File: src/cart_cfg.svh
// Shared widths, header offsets and defaults that the cartridge loader RTL and testbench include
`ifndef CART_CFG_SVH
`define CART_CFG_SVH

// ======================================================================
// Host download stream
// ======================================================================
`define CART_DL_ADDR_W 25
`define CART_DL_DATA_W 16

// Stream index that carries cheat codes
`define CART_CODE_INDEX 8'hFF

// ======================================================================
// ROM header layout
// ======================================================================
`define CART_MASK_W 24
`define CART_COPIER_OFS 25'h200

// Internal ROM size fields with the RAM size 2 bytes later
`define CART_LOROM_HDR 25'h7FD6
`define CART_HIROM_HDR 25'hFFD6
`define CART_EXHIROM_HDR 25'h40FFD6

`define CART_DEFAULT_ROM_SIZE 4'hC

// Backup file sectors
`define CART_LBA_W 32
`define CART_SECTOR_SHIFT 9

`endif

File: src/cart_pkg.sv
// Cartridge types shared by the header parser, the backup sequencer and the top level
`include "cart_cfg.svh"

package cart_pkg;

	// Auto follows the copier header and the rest force a layout
	typedef enum logic [2:0] {
		hdr_auto    = 3'd0,
		hdr_none    = 3'd1,
		hdr_lorom   = 3'd2,
		hdr_hirom   = 3'd3,
		hdr_exhirom = 3'd4
	} header_mode_e;

	// Video region selection
	typedef enum logic [1:0] {
		region_auto = 2'd0,
		region_ntsc = 2'd1,
		region_pal  = 2'd2
	} region_mode_e;

	// Cartridge description handed to the console core
	typedef struct packed {
		logic [7:0]              rom_type;
		logic [`CART_MASK_W-1:0] rom_mask;
		logic [`CART_MASK_W-1:0] ram_mask;
	} rom_info_t;

endpackage

File: src/host_pkg.sv
// Host side types for the download stream, image status, cheat codes and sector requests
`include "cart_cfg.svh"

package host_pkg;

	// One word of the download stream
	typedef struct packed {
		logic                       wr;
		logic [`CART_DL_ADDR_W-1:0] addr;
		logic [`CART_DL_DATA_W-1:0] data;
	} dl_word_t;

	// Backup image as reported by the host
	typedef struct packed {
		logic mounted;
		logic readonly;
		logic nonempty;
	} img_status_t;

	// Valid is the top bit and clocks the code into the list
	typedef struct packed {
		logic        valid;
		logic [31:0] flags;
		logic [31:0] address;
		logic [31:0] compare;
		logic [31:0] replace;
	} cheat_code_t;

	// Sector port request
	typedef struct packed {
		logic [`CART_LBA_W-1:0] lba;
		logic                   rd;
		logic                   wr;
	} sd_req_t;

	typedef enum logic {
		bk_idle     = 1'b0,
		bk_transfer = 1'b1
	} bk_state_e;

endpackage

File: src/download_router.sv
// Splits the host download into cartridge and cheat traffic and pulses on cartridge start and end
`timescale 1ns/1ns
`include "cart_cfg.svh"

module download_router (
	input  logic       clk_sys,
	input  logic       reset,
	input  logic       dl_active,
	input  logic [7:0] dl_index,
	output logic       cart_dl,
	output logic       code_dl,
	output logic       cart_start,
	output logic       cart_end
);

	logic is_code;
	logic cart_dl_q;

	assign is_code = (dl_index == `CART_CODE_INDEX);
	assign code_dl = dl_active & is_code;
	assign cart_dl = dl_active & ~is_code;

	// Edge pulses land one cycle after the download flag changes
	always_ff @(posedge clk_sys) begin
		if (!reset) begin
			cart_dl_q  <= 1'b0;
			cart_start <= 1'b0;
			cart_end   <= 1'b0;
		end else begin
			cart_dl_q  <= cart_dl;
			cart_start <= cart_dl & ~cart_dl_q;
			cart_end   <= ~cart_dl & cart_dl_q;
		end
	end

endmodule

File: src/rom_header_parser.sv
// Watches the cartridge download for header fields and derives ROM type, size masks and region
`timescale 1ns/1ns
`include "cart_cfg.svh"

module rom_header_parser
	import cart_pkg::*;
	import host_pkg::*;
(
	input  logic         clk_sys,
	input  logic         reset,
	input  dl_word_t     dl,
	input  logic         cart_dl,
	input  header_mode_e header_mode,
	input  region_mode_e region_mode,
	output rom_info_t    rom_info,
	output logic         pal
);

	localparam logic [`CART_MASK_W-1:0] mask_base = 1024;
	localparam logic [`CART_MASK_W-1:0] mask_one = 1;
	localparam logic [`CART_DL_ADDR_W-1:0] region_addr = 2;
	localparam logic [`CART_DL_ADDR_W-1:0] ram_field_ofs = 2;

	logic [3:0]                 rom_size;
	logic [3:0]                 ram_size;
	logic [7:0]                 rom_type;
	logic                       rom_region;
	logic                       hdr_internal;
	logic [`CART_DL_ADDR_W-1:0] size_addr;
	logic                       pal_sel;

	// Internal header location for the forced layouts
	always_comb begin
		hdr_internal = 1'b1;
		case (header_mode)
			hdr_lorom:   size_addr = `CART_LOROM_HDR + `CART_COPIER_OFS;
			hdr_hirom:   size_addr = `CART_HIROM_HDR + `CART_COPIER_OFS;
			hdr_exhirom: size_addr = `CART_EXHIROM_HDR + `CART_COPIER_OFS;
			default: begin
				size_addr    = '0;
				hdr_internal = 1'b0;
			end
		endcase
	end

	assign pal_sel = (region_mode == region_auto) ? rom_region : (region_mode == region_pal);

	// ======================================================================
	// Header capture
	// ======================================================================
	always_ff @(posedge clk_sys) begin
		if (!reset) begin
			rom_size   <= `CART_DEFAULT_ROM_SIZE;
			ram_size   <= 4'h0;
			rom_type   <= 8'h00;
			rom_region <= 1'b0;
			pal        <= 1'b0;
		end else if (cart_dl) begin
			if (dl.wr) begin
				if (dl.addr == '0) begin
					rom_size <= `CART_DEFAULT_ROM_SIZE;
					ram_size <= 4'h0;
					// Copier byte holds RAM size high, ROM size low
					if (header_mode == hdr_auto && dl.data[7:0] != 8'h00)
						{ram_size, rom_size} <= dl.data[7:0];
					case (header_mode)
						hdr_none, hdr_lorom: rom_type <= 8'h00;
						hdr_hirom:           rom_type <= 8'h01;
						hdr_exhirom:         rom_type <= 8'h02;
						default:             rom_type <= dl.data[15:8];
					endcase
				end
				if (dl.addr == region_addr)
					rom_region <= dl.data[8];
				if (hdr_internal) begin
					if (dl.addr == size_addr)
						rom_size <= dl.data[11:8];
					if (dl.addr == size_addr + ram_field_ofs)
						ram_size <= dl.data[3:0];
				end
			end
		end else begin
			pal <= pal_sel;
		end
	end

	// Masks follow the stored sizes directly
	always_comb begin
		rom_info.rom_type = rom_type;
		rom_info.rom_mask = (mask_base << rom_size) - mask_one;
		rom_info.ram_mask = (ram_size != 4'h0) ? (mask_base << ram_size) - mask_one : '0;
	end

endmodule

File: src/cheat_code_assembler.sv
// Packs 16-bit cheat words from the download stream into complete codes for the cheat list
`timescale 1ns/1ns

module cheat_code_assembler
	import host_pkg::*;
(
	input  logic        clk_sys,
	input  logic        reset,
	input  dl_word_t    dl,
	input  logic        code_dl,
	input  logic        cart_dl,
	output cheat_code_t cheat,
	output logic        cheat_clear
);

	logic        code_wr;
	logic        valid_q;
	logic        clear_q;
	logic [31:0] flags_q;
	logic [31:0] address_q;
	logic [31:0] compare_q;
	logic [31:0] replace_q;

	assign code_wr = code_dl & dl.wr;

	always_ff @(posedge clk_sys) begin
		if (!reset) begin
			valid_q <= 1'b0;
			clear_q <= 1'b0;
		end else begin
			// Replace top word completes a code
			valid_q <= code_wr && dl.addr[3:0] == 4'd14;
			clear_q <= code_wr && dl.addr == '0;
		end
	end

	// Bottom word at the lower offset, top word 2 bytes above
	always_ff @(posedge clk_sys) begin
		if (code_wr) begin
			case (dl.addr[3:0])
				4'd0:  flags_q[15:0]    <= dl.data;
				4'd2:  flags_q[31:16]   <= dl.data;
				4'd4:  address_q[15:0]  <= dl.data;
				4'd6:  address_q[31:16] <= dl.data;
				4'd8:  compare_q[15:0]  <= dl.data;
				4'd10: compare_q[31:16] <= dl.data;
				4'd12: replace_q[15:0]  <= dl.data;
				4'd14: replace_q[31:16] <= dl.data;
				default: ;
			endcase
		end
	end

	assign cheat = '{valid: valid_q, flags: flags_q, address: address_q,
		compare: compare_q, replace: replace_q};

	// List is also held clear for a whole cartridge load
	assign cheat_clear = clear_q | cart_dl;

endmodule

File: src/backup_sequencer.sv
// Moves the battery backup file over the sector port for load after download, save and autosave
`timescale 1ns/1ns
`include "cart_cfg.svh"

module backup_sequencer
	import host_pkg::*;
(
	input  logic                    clk_sys,
	input  logic                    reset,
	input  logic                    cart_dl,
	input  logic                    cart_start,
	input  logic                    cart_end,
	input  logic [`CART_MASK_W-1:0] ram_mask,
	input  img_status_t             img,
	input  logic                    menu_open,
	input  logic                    autosave_en,
	input  logic                    bk_load_req,
	input  logic                    bk_save_req,
	input  logic                    bsram_write,
	input  logic                    sd_ack,
	output sd_req_t                 sd_req,
	output logic                    bk_busy,
	output logic                    bk_loading,
	output logic                    bk_enabled,
	output logic                    bk_pending
);

	localparam logic [`CART_LBA_W-1:0] lba_one = 1;

	bk_state_e              state;
	logic                   load_q;
	logic                   save_q;
	logic                   auto_q;
	logic                   ack_q;
	logic                   load_rise;
	logic                   save_rise;
	logic                   auto_rise;
	logic                   ack_rise;
	logic                   ack_fall;
	logic                   start_rd;
	logic                   start_wr;
	logic [`CART_LBA_W-1:0] last_lba;

	assign load_rise = bk_load_req & bk_enabled & ~load_q;
	assign save_rise = bk_save_req & bk_enabled & ~save_q;
	assign auto_rise = autosave_en & bk_pending & menu_open & ~auto_q;
	assign ack_rise  = sd_ack & ~ack_q;
	assign ack_fall  = ~sd_ack & ack_q;

	// Reload after a download has priority over the user requests
	assign start_rd = (cart_end & img.nonempty & bk_enabled) | load_rise;
	assign start_wr = ~start_rd & (save_rise | auto_rise);

	// Last sector index of the backup RAM
	assign last_lba = {{(`CART_LBA_W-`CART_MASK_W){1'b0}}, ram_mask >> `CART_SECTOR_SHIFT};
	assign bk_busy  = (state == bk_transfer);

	// ======================================================================
	// Enable and pending flags
	// ======================================================================
	always_ff @(posedge clk_sys) begin
		if (!reset) begin
			bk_enabled <= 1'b0;
			bk_pending <= 1'b0;
			load_q     <= 1'b0;
			save_q     <= 1'b0;
			auto_q     <= 1'b0;
			ack_q      <= 1'b0;
		end else begin
			load_q <= bk_load_req & bk_enabled;
			save_q <= bk_save_req & bk_enabled;
			auto_q <= bk_pending & menu_open;
			ack_q  <= sd_ack;
			if (cart_start)
				bk_enabled <= 1'b0;
			// Save image is mounted by the time the download runs
			if (cart_dl && img.mounted && !img.readonly)
				bk_enabled <= |ram_mask;
			if (bk_enabled && !menu_open && bsram_write)
				bk_pending <= 1'b1;
			else if (bk_busy)
				bk_pending <= 1'b0;
		end
	end

	// ======================================================================
	// Sector FSM
	// ======================================================================
	always_ff @(posedge clk_sys) begin
		if (!reset) begin
			state      <= bk_idle;
			sd_req     <= '0;
			bk_loading <= 1'b0;
		end else begin
			if (ack_rise) begin
				sd_req.rd <= 1'b0;
				sd_req.wr <= 1'b0;
			end
			case (state)
				bk_idle: begin
					if (start_rd || start_wr) begin
						state      <= bk_transfer;
						bk_loading <= start_rd;
						sd_req.lba <= '0;
						sd_req.rd  <= start_rd;
						sd_req.wr  <= start_wr;
					end
				end
				bk_transfer: begin
					if (ack_fall) begin
						if (sd_req.lba >= last_lba) begin
							state      <= bk_idle;
							bk_loading <= 1'b0;
						end else begin
							// Next sector, same direction
							sd_req.lba <= sd_req.lba + lba_one;
							sd_req.rd  <= bk_loading;
							sd_req.wr  <= ~bk_loading;
						end
					end
				end
				default: state <= bk_idle;
			endcase
		end
	end

endmodule

File: src/cart_loader_top.sv
// Top level of the cartridge loader that wires the router, header parser, cheat assembler and backup
`timescale 1ns/1ns

module cart_loader_top
	import cart_pkg::*;
	import host_pkg::*;
(
	input  logic         clk_sys,
	input  logic         reset,
	input  dl_word_t     dl,
	input  logic         dl_active,
	input  logic [7:0]   dl_index,
	input  header_mode_e header_mode,
	input  region_mode_e region_mode,
	input  img_status_t  img,
	input  logic         menu_open,
	input  logic         autosave_en,
	input  logic         bk_load_req,
	input  logic         bk_save_req,
	input  logic         bsram_write,
	input  logic         sd_ack,
	output rom_info_t    rom_info,
	output logic         pal,
	output cheat_code_t  cheat,
	output logic         cheat_clear,
	output sd_req_t      sd_req,
	output logic         bk_busy,
	output logic         bk_loading,
	output logic         bk_enabled,
	output logic         bk_pending
);

	logic cart_dl;
	logic code_dl;
	logic cart_start;
	logic cart_end;

	download_router u_router (
		.clk_sys    (clk_sys),
		.reset      (reset),
		.dl_active  (dl_active),
		.dl_index   (dl_index),
		.cart_dl    (cart_dl),
		.code_dl    (code_dl),
		.cart_start (cart_start),
		.cart_end   (cart_end)
	);

	rom_header_parser u_header (
		.clk_sys     (clk_sys),
		.reset       (reset),
		.dl          (dl),
		.cart_dl     (cart_dl),
		.header_mode (header_mode),
		.region_mode (region_mode),
		.rom_info    (rom_info),
		.pal         (pal)
	);

	cheat_code_assembler u_cheat (
		.clk_sys     (clk_sys),
		.reset       (reset),
		.dl          (dl),
		.code_dl     (code_dl),
		.cart_dl     (cart_dl),
		.cheat       (cheat),
		.cheat_clear (cheat_clear)
	);

	// Backup size comes from the parsed header
	backup_sequencer u_backup (
		.clk_sys     (clk_sys),
		.reset       (reset),
		.cart_dl     (cart_dl),
		.cart_start  (cart_start),
		.cart_end    (cart_end),
		.ram_mask    (rom_info.ram_mask),
		.img         (img),
		.menu_open   (menu_open),
		.autosave_en (autosave_en),
		.bk_load_req (bk_load_req),
		.bk_save_req (bk_save_req),
		.bsram_write (bsram_write),
		.sd_ack      (sd_ack),
		.sd_req      (sd_req),
		.bk_busy     (bk_busy),
		.bk_loading  (bk_loading),
		.bk_enabled  (bk_enabled),
		.bk_pending  (bk_pending)
	);

endmodule

File: config.mk
export PLATFORM = sky130hd
export DESIGN_NAME = cart_loader_top
export DESIGN_NICKNAME = d
export VERILOG_FILES = /design/src/cart_pkg.sv /design/src/host_pkg.sv /design/src/download_router.sv /design/src/rom_header_parser.sv /design/src/cheat_code_assembler.sv /design/src/backup_sequencer.sv /design/src/cart_loader_top.sv
export VERILOG_INCLUDE_DIRS = /design/src
export SDC_FILE = /design/constraint.sdc
export NUM_CORES = 1
export LEC_CHECK = 0
export BUFFER_PORTS_ARGS = -buffer_cell sky130_fd_sc_hd__buf_2
export CORE_ASPECT_RATIO = 0.9
export CORE_UTILIZATION = 55
export CTS_BUF_LIST = sky130_fd_sc_hd__clkbuf_8
export CTS_CLUSTER_SIZE = 25
export DETAILED_ROUTE_END_ITERATION = 16
export PLACE_DENSITY = 0.87
export SLEW_MARGIN = 20
export SYNTH_ARGS = -nofsm -noshare
export SYNTH_HDL_FRONTEND = slang
export SYNTH_HIERARCHICAL = 1
export SYNTH_SLANG_ARGS = --single-unit
File: constraint.sdc
create_clock -name clk_sys -period 9.8 [get_ports clk_sys]
set_input_delay 2.45 -clock clk_sys [delete_from_list [all_inputs] [get_ports clk_sys]]
set_output_delay 2.45 -clock clk_sys [all_outputs]
set_load 0.005 [all_outputs]
# After elaboration in Yosys (flattened, before gate mapping)
# Index checks and enable logic that the tools add are counted.
# Widths: inputs -> output; s select.
# totals
output_inout_bits	225
input_bits	67
romBits	0
mem_bits_rw	0
n_memories	0
latchBits	0
register_bits	193
elab_cells	152
# op_classes
muxes	30
n_eq_ne	20
n_div	0
reduce_logical	34
n_shift	2
n_mul	0
n_bitwise	32
magnitude_cmp	1
n_addsub	4
# ops
cell	count
$mux 34	3
$pmux 23 s3	1
$pmux 34 s2	1
$shl 11x4->24 const A	2
$sub 24x1->24 const B	2
$add 32x1->32 const B	1
$ge 32x15->1	1
$mux 4	8
$eq 25x2->1 const B	1
$eq 25x23->1	1
$eq 25x25->1	1
$logic_not 25->1	1
$add 23x2->24 const B	1
$mux 24	1
$pmux 8 s3	1
$reduce_or 24->1	1
$and 1x1->1	18
$reduce_and 2->1	9
$eq 4x4->1 const B	4
$mux 1	12
$reduce_and 3->1	4
$not 1->1	11
$eq 4x3->1 const B	2
$eq 8x8->1 const B	1
other kinds (21)	35

# Logic depth before layout (Yosys ltp)
# depth
depth_word	8
depth_mapped	16
mapped_depth_nobuf	15

# Cells and area by module
# Netlist, hierarchy kept.
# by_module_without_submodules
module	n_inst	seq_area_each_um2	area_per_inst_um2	cells_per_inst
cheat_code_assembler	1	3883.7	4036.4	154
backup_sequencer	1	840.8	2213.4	261
rom_header_parser	1	360.3	1773.0	237
download_router	1	60.1	112.6	13

# Worst setup path before layout
# Ideal clock, no wire load.
# synth_path
path_type	in2out
from	input dl_index[3]
to	output cheat_clear
cell_stages	4
arrival_time_ns	3.165
t_required_ns	7.350
path_slack_ns	4.185
cell_sequence	nand4_1 > o21ai_2 > inv_1 > or2_2
# synth_between
elab_chain_len	4
# synth_lines
element	line	rtl
start: declaration	cart_loader_top.sv:12	input logic [7:0] dl_index,
$eq 8x8->1 (no line)	--	
$not 1->1	download_router.sv:21	assign cart_dl = dl_active & ~is_code;
$and 1x1->1	download_router.sv:21	
net cart_dl	cart_loader_top.sv:33	logic cart_dl;
$or 1x1->1	cheat_code_assembler.sv:58	assign cheat_clear = clear_q | cart_dl;
end: declaration	cart_loader_top.sv:25	output logic cheat_clear,
# The timed path passes the listed nets, and every way through them passes these cells.

# Final worst setup path
# layout_path
from	input dl_index[2]
to	output cheat_clear
# Same word-level chain as after synthesis.

==> impl_metrics.tcl <==
set metrics [dict create \
    netlist.area_leader.share_pct 47.2 \
    io_pins 292 \
    critPathCaptureType "output pin" \
    hold_viol_final 0 \
    fmax_mhz 169 \
    synth_area_um2 8140 \
    finClkSkew_ps 16.5 \
    maxCapViolCount 0 \
    min_period_ps 5910 \
    status "finished clean" \
    grt_usage_pct 28.2 \
    r2r_slack_ps 4970 \
    num_rows 41 \
    htree_levels 4 \
    post-synth-top-area-cell "edfxtp_1" \
    gp_congestion 0.846 \
    drt_iter0_markers 524 \
    synthesis.area_per_instance_um2 12.2 \
    critical_path_required_ps 7350 \
    fin_ws_ps 3890 \
    numCtsBuffers 17 \
    r2r_end "u_backup/sd_req[29]" \
    setup_tns_ps 0 \
    nNetsFinal 1021 \
    drcViolationCount 0 \
    viasPerCell 5.64 \
    synthCells 665 \
    grt_overflow 0 \
    cts-root-buf "clkbuf_8" \
    dr.pass1.iters 5 \
    maxSlewViolCount 0 \
    antenna_left 0 \
    power_switching_mw 0.323 \
    post-place-ws_ps 3910 \
    cellInternalPower_mw 1.12 \
    seqPwrFrac_pct 60.2 \
    r2r_cells 15 \
    fp.dieH_um 117 \
    first_global_vias 5990 \
    setup_viol 0 \
    synth-main-ff-cell "edfxtp_1" \
    tightest_slew_ps 1030 \
    holdPathStages 1 \
    leakage_nw 4.13 \
    p_clk_share_pct 36.4 \
    cts.sinks 193 \
    ir_drop_mv 0.105 \
    yosys_register_bits 193 \
    initial_core_util_pct 57.3 \
    routedWlPerCell_um 18.6 \
    wl_um 21200 \
    fill_cells 1042 \
    cts_setup_buffers 0 \
    antenna_found_initial 0 \
    r2r-start "u_header/ram_size[3]" \
    area_delta_synth_final_pct 22.9 \
    grt_max_degree 25 \
    startpoint_type "primary input" \
    worstHoldStart "u_router/cart_dl_q" \
    power_density_nw_per_um2 144 \
    rsz0062_at_grt "no" \
    diodes 0 \
    post-route-period-util_pct 60.3 \
    dp_hpwl_um 15300 \
    synth-seq-area-share_pct 63.2 \
    synth-edff-count 128 \
    final_util_pct 70.3 \
    path_clk_slew_ps 100 \
    grt_pass1_wl_um 32000 \
    yosysWarnings 6 \
    port_buffers 281 \
    die-area_um2 15300 \
    critPathKind "primary input to output pin" \
    num_vias 6443 \
    drive_gt1_share_pct 36.8 \
    ctsHoldBuffers 0 \
    die_w_um 130 \
    swShare_pct 22.5 \
    hold_path_end "u_router/cart_start" \
    crit_path_max_fanout 6 \
    critPathArrivalTime_ps 3460 \
    synth_area_leaders "edfxtp_1 47%, dfxtp_1 16%, ha_1 2.8%, nand2_1 2.4%, buf_4 1.9%" \
    async_flop_share_pct 0 \
    min_path_type "register to register" \
    worst_slew_margin_rel_pct 31.2 \
    synth.distinct_cells 75 \
    clk_path_buf_depth 2 \
    post_cts_resize_count 0 \
    power_frac_comb_pct 3.4 \
    fp.coreArea_um2 14200 \
    cts_tree "built" \
    clk_latency_ps 460 \
]
-- worst max-delay path: stages --
cell,delay [ps]
buf_2,80
nand4_1,150
o21ai_2,220
inv_1,120
or2_2,300
buf_2,130
-- layout make-up --
cell class	count	area, um2	share of cell area, %
Clock buffer	17	234	2.34
Clock inverter	15	168	1.68
Inverter	36	135	1.35
Multi-Input combinational cell	400	2610	26.1
Sequential cell	193	5140	51.5
Tap cell	193	241	2.42
Timing Repair Buffer	288	1460	14.6
-- cells in the final DEF (no fill, tap or decap), types with 6 or more instances in the layout --
| cell | instances |
|---|---|
| nor2b_1 | 10 |
| a211oi_1 | 6 |
| dfxtp_1 | 65 |
| nand2b_1 | 14 |
| a21oi_1 | 20 |
| buf_2 | 281 |
| nor2_1 | 25 |
| nand2_1 | 52 |
| mux2i_1 | 6 |
| o21ai_0 | 25 |
| a221o_1 | 6 |
| buf_4 | 7 |
| clkbuf_8 | 17 |
| nor3_1 | 12 |
| nor4_1 | 17 |
| o31ai_1 | 7 |
| nand4_1 | 7 |
| nand3_1 | 27 |
| and2_1 | 20 |
| edfxtp_1 | 128 |
| inv_1 | 36 |
| and3_1 | 9 |
| ha_1 | 18 |
| o211ai_1 | 8 |
| or4_1 | 9 |
| conb_1 | 10 |
-- power by group through the flow --
stage	clock network (mW)	registers, mW	logic [mW]
after CTS	0.532	0.866	0.0485
after detailed placement	0	0.885	0.0484
final	0.524	0.866	0.0490
after global placement	0	0.885	0.0470
after global routing	0.565	0.867	0.0532
after floorplan	0	0.885	0.0183
-- state kept, by name, summed over array words and instances, names as in the netlist, 4 cells and up --
name	flops
u_backup/sd_req	34
u_cheat/address_q	32
u_cheat/compare_q	32
u_cheat/flags_q	32
u_cheat/replace_q	32
u_header/ram_size	4
u_header/rom_size	4
u_header/rom_type	8
-- cell usage after synthesis (3+ instances only) --
| cell | count |
|---|---|
| o311ai_0 | 4 |
| and2_1 | 20 |
| nor4_1 | 17 |
| or2_2 | 5 |
| edfxtp_1 | 128 |
| o211ai_1 | 8 |
| nand4b_1 | 5 |
| o31ai_1 | 7 |
| inv_1 | 36 |
| and2b_1 | 3 |
| nor2_1 | 26 |
| clkbuf_1 | 18 |
| or3_1 | 5 |
| ha_1 | 18 |
| a21o_1 | 3 |
| nor3_1 | 14 |
| a221o_1 | 6 |
| o21a_1 | 4 |
| nor4b_1 | 3 |
| o21ai_0 | 25 |
| dfxtp_1 | 65 |
| a211oi_1 | 6 |
| a21oi_1 | 20 |
| buf_4 | 21 |
| nand4_1 | 7 |
| nand2_1 | 52 |
| nand2b_1 | 14 |
| buf_6 | 4 |
| a32o_1 | 3 |
| nor4_2 | 3 |
| mux2i_1 | 6 |
| and3_1 | 9 |
| or4_1 | 9 |
| nand3_1 | 27 |
| nor2b_1 | 10 |
-- kinds of logic (layout without fill, tap and decap cells) --
logic type      count (synthesis)  in the layout  synth area share (%)
simple gates                  250            250                  17.7
flops                         193            193                  63.2
compound gates                113            113                  9.98
buf+inv                        81            356                  5.21
fa+ha+maj                      18             18                  2.77
mux                             7              7                 0.877
xor+xnor                        2              2                 0.215
other cells                     1             10                0.0461
-- worst max path at each step --
stage / start / end / cells past startpoint
global placement: dl_index[3] / cheat_clear / 6
floorplan: dl_index[3] / cheat_clear / 4
CTS: dl_index[2] / cheat_clear / 6
global route: dl_index[2] / cheat_clear / 6
finish: dl_index[2] / cheat_clear / 6
detailed placement: dl_index[2] / cheat_clear / 6
-- per-layer routing --
metal / part of all wire, % / track usage, %
met1: 39 / 35.1
met2: 50 / 47.1
met3: 8.1 / 6.20
met4: 2.6 / 11.6
met5: 0 / 0
-- through the flow --
stage | area (um2) | hold slack, ps | instances | total power [mW]
floorplan | 8170 | 391 | 674 | 0.904
global placement | 9590 | 411 | 1110 | 0.932
detailed placement | 9590 | 416 | 1110 | 0.933
CTS | 9990 | 431 | 1142 | 1.45
global route | 9990 | 464 | 1142 | 1.48
finish | 9990 | 436 | 1142 | 1.44
No activity file was read; power rests on OpenSTA's default activity.
